`config.mk`:
```
export PLATFORM = sky130hd
export DESIGN_NAME = vga_overlay_top
export DESIGN_NICKNAME = d
export VERILOG_FILES = /design/src/rtl/vga_overlay_pkg.sv /design/src/rtl/layer_rect_render.sv /design/src/rtl/layer_reg_bank.sv /design/src/rtl/pixel_combiner.sv /design/src/rtl/vga_overlay_top.sv /design/src/rtl/vga_scan_timer.sv
export SDC_FILE = /design/constraint.sdc
export NUM_CORES = 1
export LEC_CHECK = 0
export BUFFER_PORTS_ARGS = -buffer_cell sky130_fd_sc_hd__buf_2
export CAP_MARGIN = 40
export CORE_MARGIN = 4
export CORE_UTILIZATION = 30
export DETAILED_ROUTE_END_ITERATION = 8
export GPL_ROUTABILITY_DRIVEN = 0
export PLACE_DENSITY = 0.49
export SLEW_MARGIN = 10
export SYNTH_ARGS = -nofsm -noshare
export SYNTH_HDL_FRONTEND = slang
export SYNTH_HIERARCHICAL = 1
export SYNTH_SLANG_ARGS = --single-unit
```
`constraint.sdc`:
```
create_clock -name clk -period 3.5 [get_ports clk]
set_input_delay 0 -clock clk [delete_from_list [all_inputs] [get_ports clk]]
set_output_delay 0 -clock clk [all_outputs]
set_load 0.02 [all_outputs]
```
`src/rtl/vga_overlay_pkg.sv`:
```
// ######################################
// vga overlay shared types.
// pixel, coordinate and bus word types,
// plus the layer register map.
// ######################################

`default_nettype none

package vga_overlay_pkg;

	typedef logic [11:0] pixel_t;   // 4 bits each of r, g, b.
	typedef logic [10:0] coord_t;   // screen x or y.

	typedef logic [7:0]  wb_addr_t; // word address with the layer in [7:3] and the register in [2:0].
	typedef logic [15:0] wb_data_t;

	// register index within one layer.
	localparam logic [2:0] REG_X_START = 3'd0;
	localparam logic [2:0] REG_X_END   = 3'd1; // exclusive.
	localparam logic [2:0] REG_Y_START = 3'd2;
	localparam logic [2:0] REG_Y_END   = 3'd3; // exclusive.
	localparam logic [2:0] REG_COLOR   = 3'd4;

	// enable sits just above the colour bits.
	localparam int COLOR_EN_BIT = 12;

endpackage

`default_nettype wire

```
`src/rtl/layer_rect_render.sv`:
```
// ######################################
// layer rectangle renderer.
// colour inside the rectangle, black
// everywhere else.
// ######################################

`timescale 1ns/1ps
`default_nettype none

module layer_rect_render
	import vga_overlay_pkg::*;
(
	input  coord_t scan_x,
	input  coord_t scan_y,
	input  coord_t x_start,
	input  coord_t x_end,
	input  coord_t y_start,
	input  coord_t y_end,
	input  pixel_t color,
	input  logic   enable,
	output pixel_t pixel
);

	logic x_hit;
	logic y_hit;

	// start inclusive, end exclusive; an empty span never hits.
	assign x_hit = (scan_x >= x_start) && (scan_x < x_end);
	assign y_hit = (scan_y >= y_start) && (scan_y < y_end);

	assign pixel = (enable && x_hit && y_hit) ? color : '0;

endmodule

`default_nettype wire

```
`src/rtl/layer_reg_bank.sv`:
```
// ######################################
// layer register bank.
// wishbone classic slave holding the
// rectangle, colour and enable of
// every layer.
// ######################################

`timescale 1ns/1ps
`default_nettype none

module layer_reg_bank
	import vga_overlay_pkg::*;
#(
	parameter int NUM_LAYERS = 4
)
(
	input  logic                       clk,
	input  logic                       reset,
	input  logic                       wb_cyc,
	input  logic                       wb_stb,
	input  logic                       wb_we,
	input  wb_addr_t                   wb_adr,
	input  wb_data_t                   wb_dat_w,
	output wb_data_t                   wb_dat_r,
	output logic                       wb_ack,
	output coord_t   [NUM_LAYERS-1:0]  x_start,
	output coord_t   [NUM_LAYERS-1:0]  x_end,
	output coord_t   [NUM_LAYERS-1:0]  y_start,
	output coord_t   [NUM_LAYERS-1:0]  y_end,
	output pixel_t   [NUM_LAYERS-1:0]  color,
	output logic     [NUM_LAYERS-1:0]  enable
);

	typedef enum logic {IDLE, ACK} wb_state_t;

	wb_state_t state;
	logic [4:0] layer_sel;
	logic [2:0] reg_sel;
	logic       req;
	wb_data_t   rd_data;

	assign layer_sel = wb_adr[7:3];
	assign reg_sel   = wb_adr[2:0];
	assign req       = (state == IDLE) && wb_cyc && wb_stb;
	assign wb_ack    = (state == ACK); // high for a single cycle.

	// read mux returns zero for unknown layers and registers.
	always_comb
	begin
		rd_data = '0;
		for (int i = 0; i < NUM_LAYERS; i++)
		begin
			if (int'(layer_sel) == i)
			begin
				case (reg_sel)
					REG_X_START: rd_data = wb_data_t'(x_start[i]);
					REG_X_END:   rd_data = wb_data_t'(x_end[i]);
					REG_Y_START: rd_data = wb_data_t'(y_start[i]);
					REG_Y_END:   rd_data = wb_data_t'(y_end[i]);
					REG_COLOR:
					begin
						rd_data               = wb_data_t'(color[i]);
						rd_data[COLOR_EN_BIT] = enable[i];
					end
					default:     rd_data = '0;
				endcase
			end
		end
	end

	// handshake fsm and the enable bits.
	always_ff @(posedge clk)
	begin
		if (reset)
		begin
			state  <= IDLE;
			enable <= '0;
		end
		else
		begin
			case (state)
				IDLE: if (req) state <= ACK;
				ACK:  state <= IDLE; // master drops stb on seeing ack.
			endcase
			for (int i = 0; i < NUM_LAYERS; i++)
				if (req && wb_we && int'(layer_sel) == i && reg_sel == REG_COLOR)
					enable[i] <= wb_dat_w[COLOR_EN_BIT];
		end
	end

	// rectangle and colour storage, plus the read data latch.
	always_ff @(posedge clk)
	begin
		if (req)
			wb_dat_r <= rd_data;
		for (int i = 0; i < NUM_LAYERS; i++)
		begin
			if (req && wb_we && int'(layer_sel) == i)
			begin
				case (reg_sel)
					REG_X_START: x_start[i] <= wb_dat_w[$bits(coord_t)-1:0];
					REG_X_END:   x_end[i]   <= wb_dat_w[$bits(coord_t)-1:0];
					REG_Y_START: y_start[i] <= wb_dat_w[$bits(coord_t)-1:0];
					REG_Y_END:   y_end[i]   <= wb_dat_w[$bits(coord_t)-1:0];
					REG_COLOR:   color[i]   <= wb_dat_w[$bits(pixel_t)-1:0];
					default:     ; // unused index.
				endcase
			end
		end
	end

endmodule

`default_nettype wire

```
`src/rtl/pixel_combiner.sv`:
```
// ######################################
// pixel combiner.
// registered or of all layer pixels,
// syncs delayed to stay aligned.
// ######################################

`timescale 1ns/1ps
`default_nettype none

module pixel_combiner
	import vga_overlay_pkg::*;
#(
	parameter int NUM_LAYERS = 4
)
(
	input  logic                     clk,
	input  logic                     reset,
	input  pixel_t [NUM_LAYERS-1:0]  layer_pixels,
	input  logic                     scan_active,
	input  logic                     scan_hsync,
	input  logic                     scan_vsync,
	output pixel_t                   vga_rgb,
	output logic                     vga_hsync,
	output logic                     vga_vsync
);

	pixel_t mix;

	// overlapping layers mix their colour bits.
	always_comb
	begin
		mix = '0;
		for (int i = 0; i < NUM_LAYERS; i++)
			mix = mix | layer_pixels[i];
	end

	always_ff @(posedge clk)
	begin
		if (reset)
		begin
			vga_rgb   <= '0;
			vga_hsync <= 1'b1; // syncs idle high.
			vga_vsync <= 1'b1;
		end
		else
		begin
			vga_rgb   <= scan_active ? mix : '0; // black in blanking.
			vga_hsync <= scan_hsync;
			vga_vsync <= scan_vsync;
		end
	end

endmodule

`default_nettype wire

```
`src/rtl/vga_overlay_top.sv`:
```
// ######################################
// vga overlay top level.
// scan timer, register bank, one renderer
// per layer and the pixel combiner.
// ######################################

`timescale 1ns/1ps
`default_nettype none

module vga_overlay_top
	import vga_overlay_pkg::*;
#(
	parameter int NUM_LAYERS = 4,
	parameter int H_ACTIVE   = 640,
	parameter int H_FRONT    = 16,
	parameter int H_SYNC     = 96,
	parameter int H_BACK     = 48,
	parameter int V_ACTIVE   = 480,
	parameter int V_FRONT    = 10,
	parameter int V_SYNC     = 2,
	parameter int V_BACK     = 33
)
(
	input  logic     clk,
	input  logic     reset,
	input  logic     wb_cyc,
	input  logic     wb_stb,
	input  logic     wb_we,
	input  wb_addr_t wb_adr,
	input  wb_data_t wb_dat_w,
	output wb_data_t wb_dat_r,
	output logic     wb_ack,
	output pixel_t   vga_rgb,
	output logic     vga_hsync,
	output logic     vga_vsync
);

	coord_t scan_x;
	coord_t scan_y;
	logic   scan_active;
	logic   scan_hsync;
	logic   scan_vsync;

	coord_t [NUM_LAYERS-1:0] x_start;
	coord_t [NUM_LAYERS-1:0] x_end;
	coord_t [NUM_LAYERS-1:0] y_start;
	coord_t [NUM_LAYERS-1:0] y_end;
	pixel_t [NUM_LAYERS-1:0] color;
	logic   [NUM_LAYERS-1:0] enable;
	pixel_t [NUM_LAYERS-1:0] layer_pixels;

	vga_scan_timer #(
		.H_ACTIVE (H_ACTIVE),
		.H_FRONT  (H_FRONT),
		.H_SYNC   (H_SYNC),
		.H_BACK   (H_BACK),
		.V_ACTIVE (V_ACTIVE),
		.V_FRONT  (V_FRONT),
		.V_SYNC   (V_SYNC),
		.V_BACK   (V_BACK)
	) vga_scan_timer_i (
		.clk         (clk),
		.reset       (reset),
		.scan_x      (scan_x),
		.scan_y      (scan_y),
		.scan_active (scan_active),
		.scan_hsync  (scan_hsync),
		.scan_vsync  (scan_vsync)
	);

	layer_reg_bank #(
		.NUM_LAYERS (NUM_LAYERS)
	) layer_reg_bank_i (
		.clk      (clk),
		.reset    (reset),
		.wb_cyc   (wb_cyc),
		.wb_stb   (wb_stb),
		.wb_we    (wb_we),
		.wb_adr   (wb_adr),
		.wb_dat_w (wb_dat_w),
		.wb_dat_r (wb_dat_r),
		.wb_ack   (wb_ack),
		.x_start  (x_start),
		.x_end    (x_end),
		.y_start  (y_start),
		.y_end    (y_end),
		.color    (color),
		.enable   (enable)
	);

	// one combinational renderer per layer.
	for (genvar i = 0; i < NUM_LAYERS; i++)
	begin : g_layer
		layer_rect_render layer_rect_render_i (
			.scan_x  (scan_x),
			.scan_y  (scan_y),
			.x_start (x_start[i]),
			.x_end   (x_end[i]),
			.y_start (y_start[i]),
			.y_end   (y_end[i]),
			.color   (color[i]),
			.enable  (enable[i]),
			.pixel   (layer_pixels[i])
		);
	end

	pixel_combiner #(
		.NUM_LAYERS (NUM_LAYERS)
	) pixel_combiner_i (
		.clk          (clk),
		.reset        (reset),
		.layer_pixels (layer_pixels),
		.scan_active  (scan_active),
		.scan_hsync   (scan_hsync),
		.scan_vsync   (scan_vsync),
		.vga_rgb      (vga_rgb),
		.vga_hsync    (vga_hsync),
		.vga_vsync    (vga_vsync)
	);

endmodule

`default_nettype wire

```
`src/rtl/vga_scan_timer.sv`:
```
// ######################################
// vga scan timer.
// free running h/v counters with the
// active flag and low active syncs.
// ######################################

`timescale 1ns/1ps
`default_nettype none

module vga_scan_timer
	import vga_overlay_pkg::*;
#(
	parameter int H_ACTIVE = 640,
	parameter int H_FRONT  = 16,
	parameter int H_SYNC   = 96,
	parameter int H_BACK   = 48,
	parameter int V_ACTIVE = 480,
	parameter int V_FRONT  = 10,
	parameter int V_SYNC   = 2,
	parameter int V_BACK   = 33
)
(
	input  logic   clk,
	input  logic   reset,
	output coord_t scan_x,
	output coord_t scan_y,
	output logic   scan_active,
	output logic   scan_hsync,
	output logic   scan_vsync
);

	localparam int H_TOTAL = H_ACTIVE + H_FRONT + H_SYNC + H_BACK;
	localparam int V_TOTAL = V_ACTIVE + V_FRONT + V_SYNC + V_BACK;

	localparam coord_t H_LAST   = coord_t'(H_TOTAL - 1);
	localparam coord_t V_LAST   = coord_t'(V_TOTAL - 1);
	localparam coord_t H_VIS    = coord_t'(H_ACTIVE);
	localparam coord_t V_VIS    = coord_t'(V_ACTIVE);
	localparam coord_t HS_BEGIN = coord_t'(H_ACTIVE + H_FRONT);
	localparam coord_t HS_END   = coord_t'(H_ACTIVE + H_FRONT + H_SYNC);
	localparam coord_t VS_BEGIN = coord_t'(V_ACTIVE + V_FRONT);
	localparam coord_t VS_END   = coord_t'(V_ACTIVE + V_FRONT + V_SYNC);

	coord_t x_next;
	coord_t y_next;

	// next scan position.
	always_comb
	begin
		x_next = (scan_x == H_LAST) ? '0 : scan_x + coord_t'(1);
		y_next = scan_y;
		if (scan_x == H_LAST)
			y_next = (scan_y == V_LAST) ? '0 : scan_y + coord_t'(1);
	end

	// flags come from the next position so they line up with the counters.
	always_ff @(posedge clk)
	begin
		if (reset)
		begin
			scan_x      <= '0;
			scan_y      <= '0;
			scan_active <= 1'b1; // (0,0) is visible.
			scan_hsync  <= 1'b1;
			scan_vsync  <= 1'b1;
		end
		else
		begin
			scan_x      <= x_next;
			scan_y      <= y_next;
			scan_active <= (x_next < H_VIS) && (y_next < V_VIS);
			scan_hsync  <= !((x_next >= HS_BEGIN) && (x_next < HS_END));
			scan_vsync  <= !((y_next >= VS_BEGIN) && (y_next < VS_END)); // whole lines.
		end
	end

endmodule

`default_nettype wire

```
==> flow_results.org <==
** Detailed routing
- Final antenna-violating net count :: 0
- Via-per-instance ratio :: 5.444
- Total wire length after detailed routing :: 57700 um
- The pre-antenna-repair detailed-routing pass consisted of 5 iterations.
- Total number of vias :: 12460
- Mean routed wirelength per cell :: 25.22 um
- In the routed design, unresolved DRC markers number 0.
- Drt initial violations :: 1222

** Logic synthesis
- After synthesis, the share of flip-flops with an asynchronous set or reset is 0.
- The portion of synthesized area spent on multiplexers is 0.03755.
- Combinational family with the most area after synthesis :: simple AND/OR/NAND/NOR gates
- The post-synthesis compound-gate area fraction came to 0.1263.
- Post-synthesis share of cell area spent on xor and xnor gates :: 0.009559
- Cell area after synthesis :: 0.01649 mm^2
- Most frequently used flop master after synthesis :: edfxtp_1
- The cell count after synthesis came out at 1447.
- Sorting the synthesized cells by area gives the leading types as edfxtp_1, ha_1, dfxtp_1.
- Syn Area/Cell :: 11.40 um^2
- Counting flops and latches in the post-synthesis netlist gives 281.
- Of the total synthesized cell area, the portion taken by full adders, half adders and majority gates is 0.1297.
- Post-synth cell types :: 79
- Post-synth EDFFs :: 237
- Simple-gate portion of the synthesized area :: 0.1456
- Summed over all instances, the cell type with the most area after synthesis is edfxtp_1.
- The share of synthesized area in the top cell type comes to 0.4315.
- Synthesis warning total :: 6
- Part of the Yosys area used for sequential elements :: 0.4849

** Pwr
- Leakage dissipation :: 7.688 nW
- Power per cell area :: 405.1 mW/mm^2
- Sequential share of power :: 0.471
- Switching power total :: 1.768 mW
- Internal Dissipation :: 5.977 mW
- Share of total power in the clock network :: 0.473
- Switching portion of total power :: 0.2282
- After layout, the design draws a total of 7.745 mW.
- The share of total power dissipated in combinational logic is 0.057.
- VDD sags by at most 0.0003118 V.

** Clock tree
- Counting along the longest clock path gives a buffer depth of 3.
- Clock tree root buffer cell :: clkbuf_16
- The later pin in the worst-skew pair is clocked with a latency of 0.53 ns.
- The number of clock buffers added by TritonCTS is 35.
- Clock tree from TritonCTS :: built
- Clock-pin slew was measured on the worst setup and hold paths at 0.06 ns.
- H-Tree Level Count :: 2
- The tree built by TritonCTS fans out to 281 sinks.

** Job
- Max-cap viol count :: 0

** STA
- Derived from the worst setup path, the maximum achievable clock frequency is 303.7 MHz.
- Unrepaired setup endpoints after global routing :: false
- Endpoints failing hold :: 0
- Final worst slack :: 0.2078 ns
- Worst Skew :: 0.01983 ns
- Tmin final :: 3.292 ns
- For the pin with the worst max-slew slack, the measured transition is 0.9480 ns.
- TNS Setup :: 0 ns
- Max-slew violation total from the final report :: 0
- On the final layout, the worst hold slack is 0.03777 ns.
- Tcrit/Tclk final :: 0.9406
- Measured against its own limit, the worst slew margin works out to 0.3671.
- Setup violations remaining at the end of the flow were counted as 0.

** Placement
- Hpwl dp :: 41610 um
- At the placement stage, the worst setup path has a slack of 0.1983 ns.
- Number of buffers inserted by port buffering :: 53
- In this run, placement finished with an instance count of 2213.

** Worst setup path
- Data on the critical path arrives at its endpoint at 3.71 ns.
- Critical path startpoint category :: flip-flop
- The worst setup path is of the reg2reg kind.
- At the worst endpoint, the required time is 3.91 ns.
- Worst Setup End Kind :: flip-flop
- In this run the worst path has a maximum fanout of 13.

** Global route
- First-pass GRT wire length :: 83140 um
- The via count of the first global-routing pass came to 12350.
- Maximum number of pins on one net before global-route repair :: 67
- Global-route congestion overflow total :: 0
- Across every metal layer, demand over resource in global routing totals 0.1903.
- Initial antenna violation count :: 0

** Worst hold path
- Worst hold-check path type :: in2reg

** Layout
- Counting the fill cells in the layout gives 5353.
- Leaving out fill and tap cells, the most frequent cell in the layout is edfxtp_1.
- Leaving out fill and tap cells, the most frequent cells in the layout are edfxtp_1, inv_1, ha_1, a21oi_1, nor2_1.
- Net count, final :: 1762
- Share of final-layout standard cells stronger than drive strength 1 :: 0.1713
- Number of cells in the finished layout apart from fillers :: 2288
- Area growth syn-to-layout :: 15.92%

** Floorplan
- The initialized floorplan defines 85 standard-cell rows.
- The total area inside the core boundary comes to 0.05413 mm^2.
- Starting density of the core :: 0.3047
- Ports placed on the boundary :: 60
- The floorplan step defined a die boundary enclosing 0.05879 mm^2.
- Chip height :: 242.5 um
- Measured along the x axis, the die boundary spans 242.5 um.

** Outcome
- The flow ran to the end, and the final reports show no timing, DRC or antenna violations.
==> what timing repair did <==
action / in CTS / in global routing
buffers inserted: 0 / 0
hold buffers: 7 / 0
hold endpoints to repair: 20 / 0
gates resized for setup: 0 / 0
==> layout make-up <==
class | count | area [um^2] | area share
inverters | 183 | 686.9 | 0.03593
flip-flops and latches | 281 | 7998 | 0.4183
clock buffers | 49 | 1001 | 0.05236
clock inverters | 14 | 143.9 | 0.007526
repair buffers | 138 | 950.9 | 0.04974
diodes | 4 | 10.01 | 0.0005236
multi-input cells | 923 | 7457 | 0.3901
well taps | 696 | 870.8 | 0.04555
==> power by group through the flow <==
stage,combinational (mW),clock (mW),sequential [mW]
3_3_place_gp,0.420,0,3.72
3_5_place_dp,0.427,0,3.72
6_report,0.439,3.66,3.65
4_1_cts,0.433,3.73,3.65
5_1_grt,0.463,3.86,3.65
2_1_floorplan,0.204,0,3.73
==> final timing paths <==
kind	from	endpoint	slack, ns	cells past startpoint
worst max register to register	vga_scan_timer_i/scan_y[8]	pixel_combiner_i/vga_rgb[10]	0.21	8
worst max-delay path	vga_scan_timer_i/scan_y[8]	pixel_combiner_i/vga_rgb[10]	0.21	8
worst min-delay path	wb_dat_w[10]	layer_reg_bank_i/x_start[32]	0.04	1
worst min register to register	vga_scan_timer_i/scan_vsync	pixel_combiner_i/vga_vsync	0.41	1
==> through the flow <==
| stage | area [um^2] | utilization |
|---|---|---|
| 6_report | 19120 | 0.3532 |
| 5_1_grt | 19110 | 0.3530 |
| 4_1_cts | 19100 | 0.3529 |
| 3_5_place_dp | 17890 | 0.3305 |
| 3_3_place_gp | 17870 | 0.3300 |
| 2_1_floorplan | 16500 | - |
==> cell families after synthesis <==
kind of cell	Yosys count
DFF	281
and+or+nand+nor	371
muxes	52
AOI/OAI and AO/OA	308
other	1
xor gates and xnor gates	18
adders and majority gates	171
buffers and inverters	245
==> routing by layer <==
metal / track usage / part of all wire
met5: 0 / 0
met4: 0.06317 / 0.036
met3: 0.02645 / 0.070
met2: 0.3098 / 0.46
met1: 0.2616 / 0.43
==> synth_stat cells (13+ instances only) <==
master,n
mux2i_1,21
nor4b_2,36
a221oi_1,17
a22oi_1,42
buf_2,23
mux2_2,26
nand2_1,76
nor2_1,84
a21oi_1,83
o21ai_0,49
o22ai_1,18
nor4_1,13
inv_1,182
edfxtp_1,237
ha_1,171
nand2b_1,15
nand3_1,30
nand4_1,16
nor3_1,15
dfxtp_1,44
==> state kept, by name, indices dropped and copies added (netlist names) <==
register	count
layer_reg_bank_i/wb_dat_r	13
pixel_combiner_i/vga_rgb	12
layer_reg_bank_i/wb_ack	1
vga_scan_timer_i/scan_vsync	1
layer_reg_bank_i/y_end	44
vga_scan_timer_i/scan_x	11
layer_reg_bank_i/y_start	44
vga_scan_timer_i/scan_hsync	1
vga_scan_timer_i/scan_active	1
layer_reg_bank_i/x_end	44
layer_reg_bank_i/x_start	44
pixel_combiner_i/vga_hsync	1
layer_reg_bank_i/enable	4
layer_reg_bank_i/color	48
vga_scan_timer_i/scan_y	11
pixel_combiner_i/vga_vsync	1
==> critical path: stages (launching register included) <==
cell	delay [ns]
dfxtp_1	0.78
ha_1	0.36
a21oi_1	0.13
o21ai_0	0.10
a2111oi_0	0.63
a211o_1	0.74
nor4b_2	0.11
nor4_1	0.26
nor2_1	0.07
Note: power is estimated with default switching activity, not from simulation.
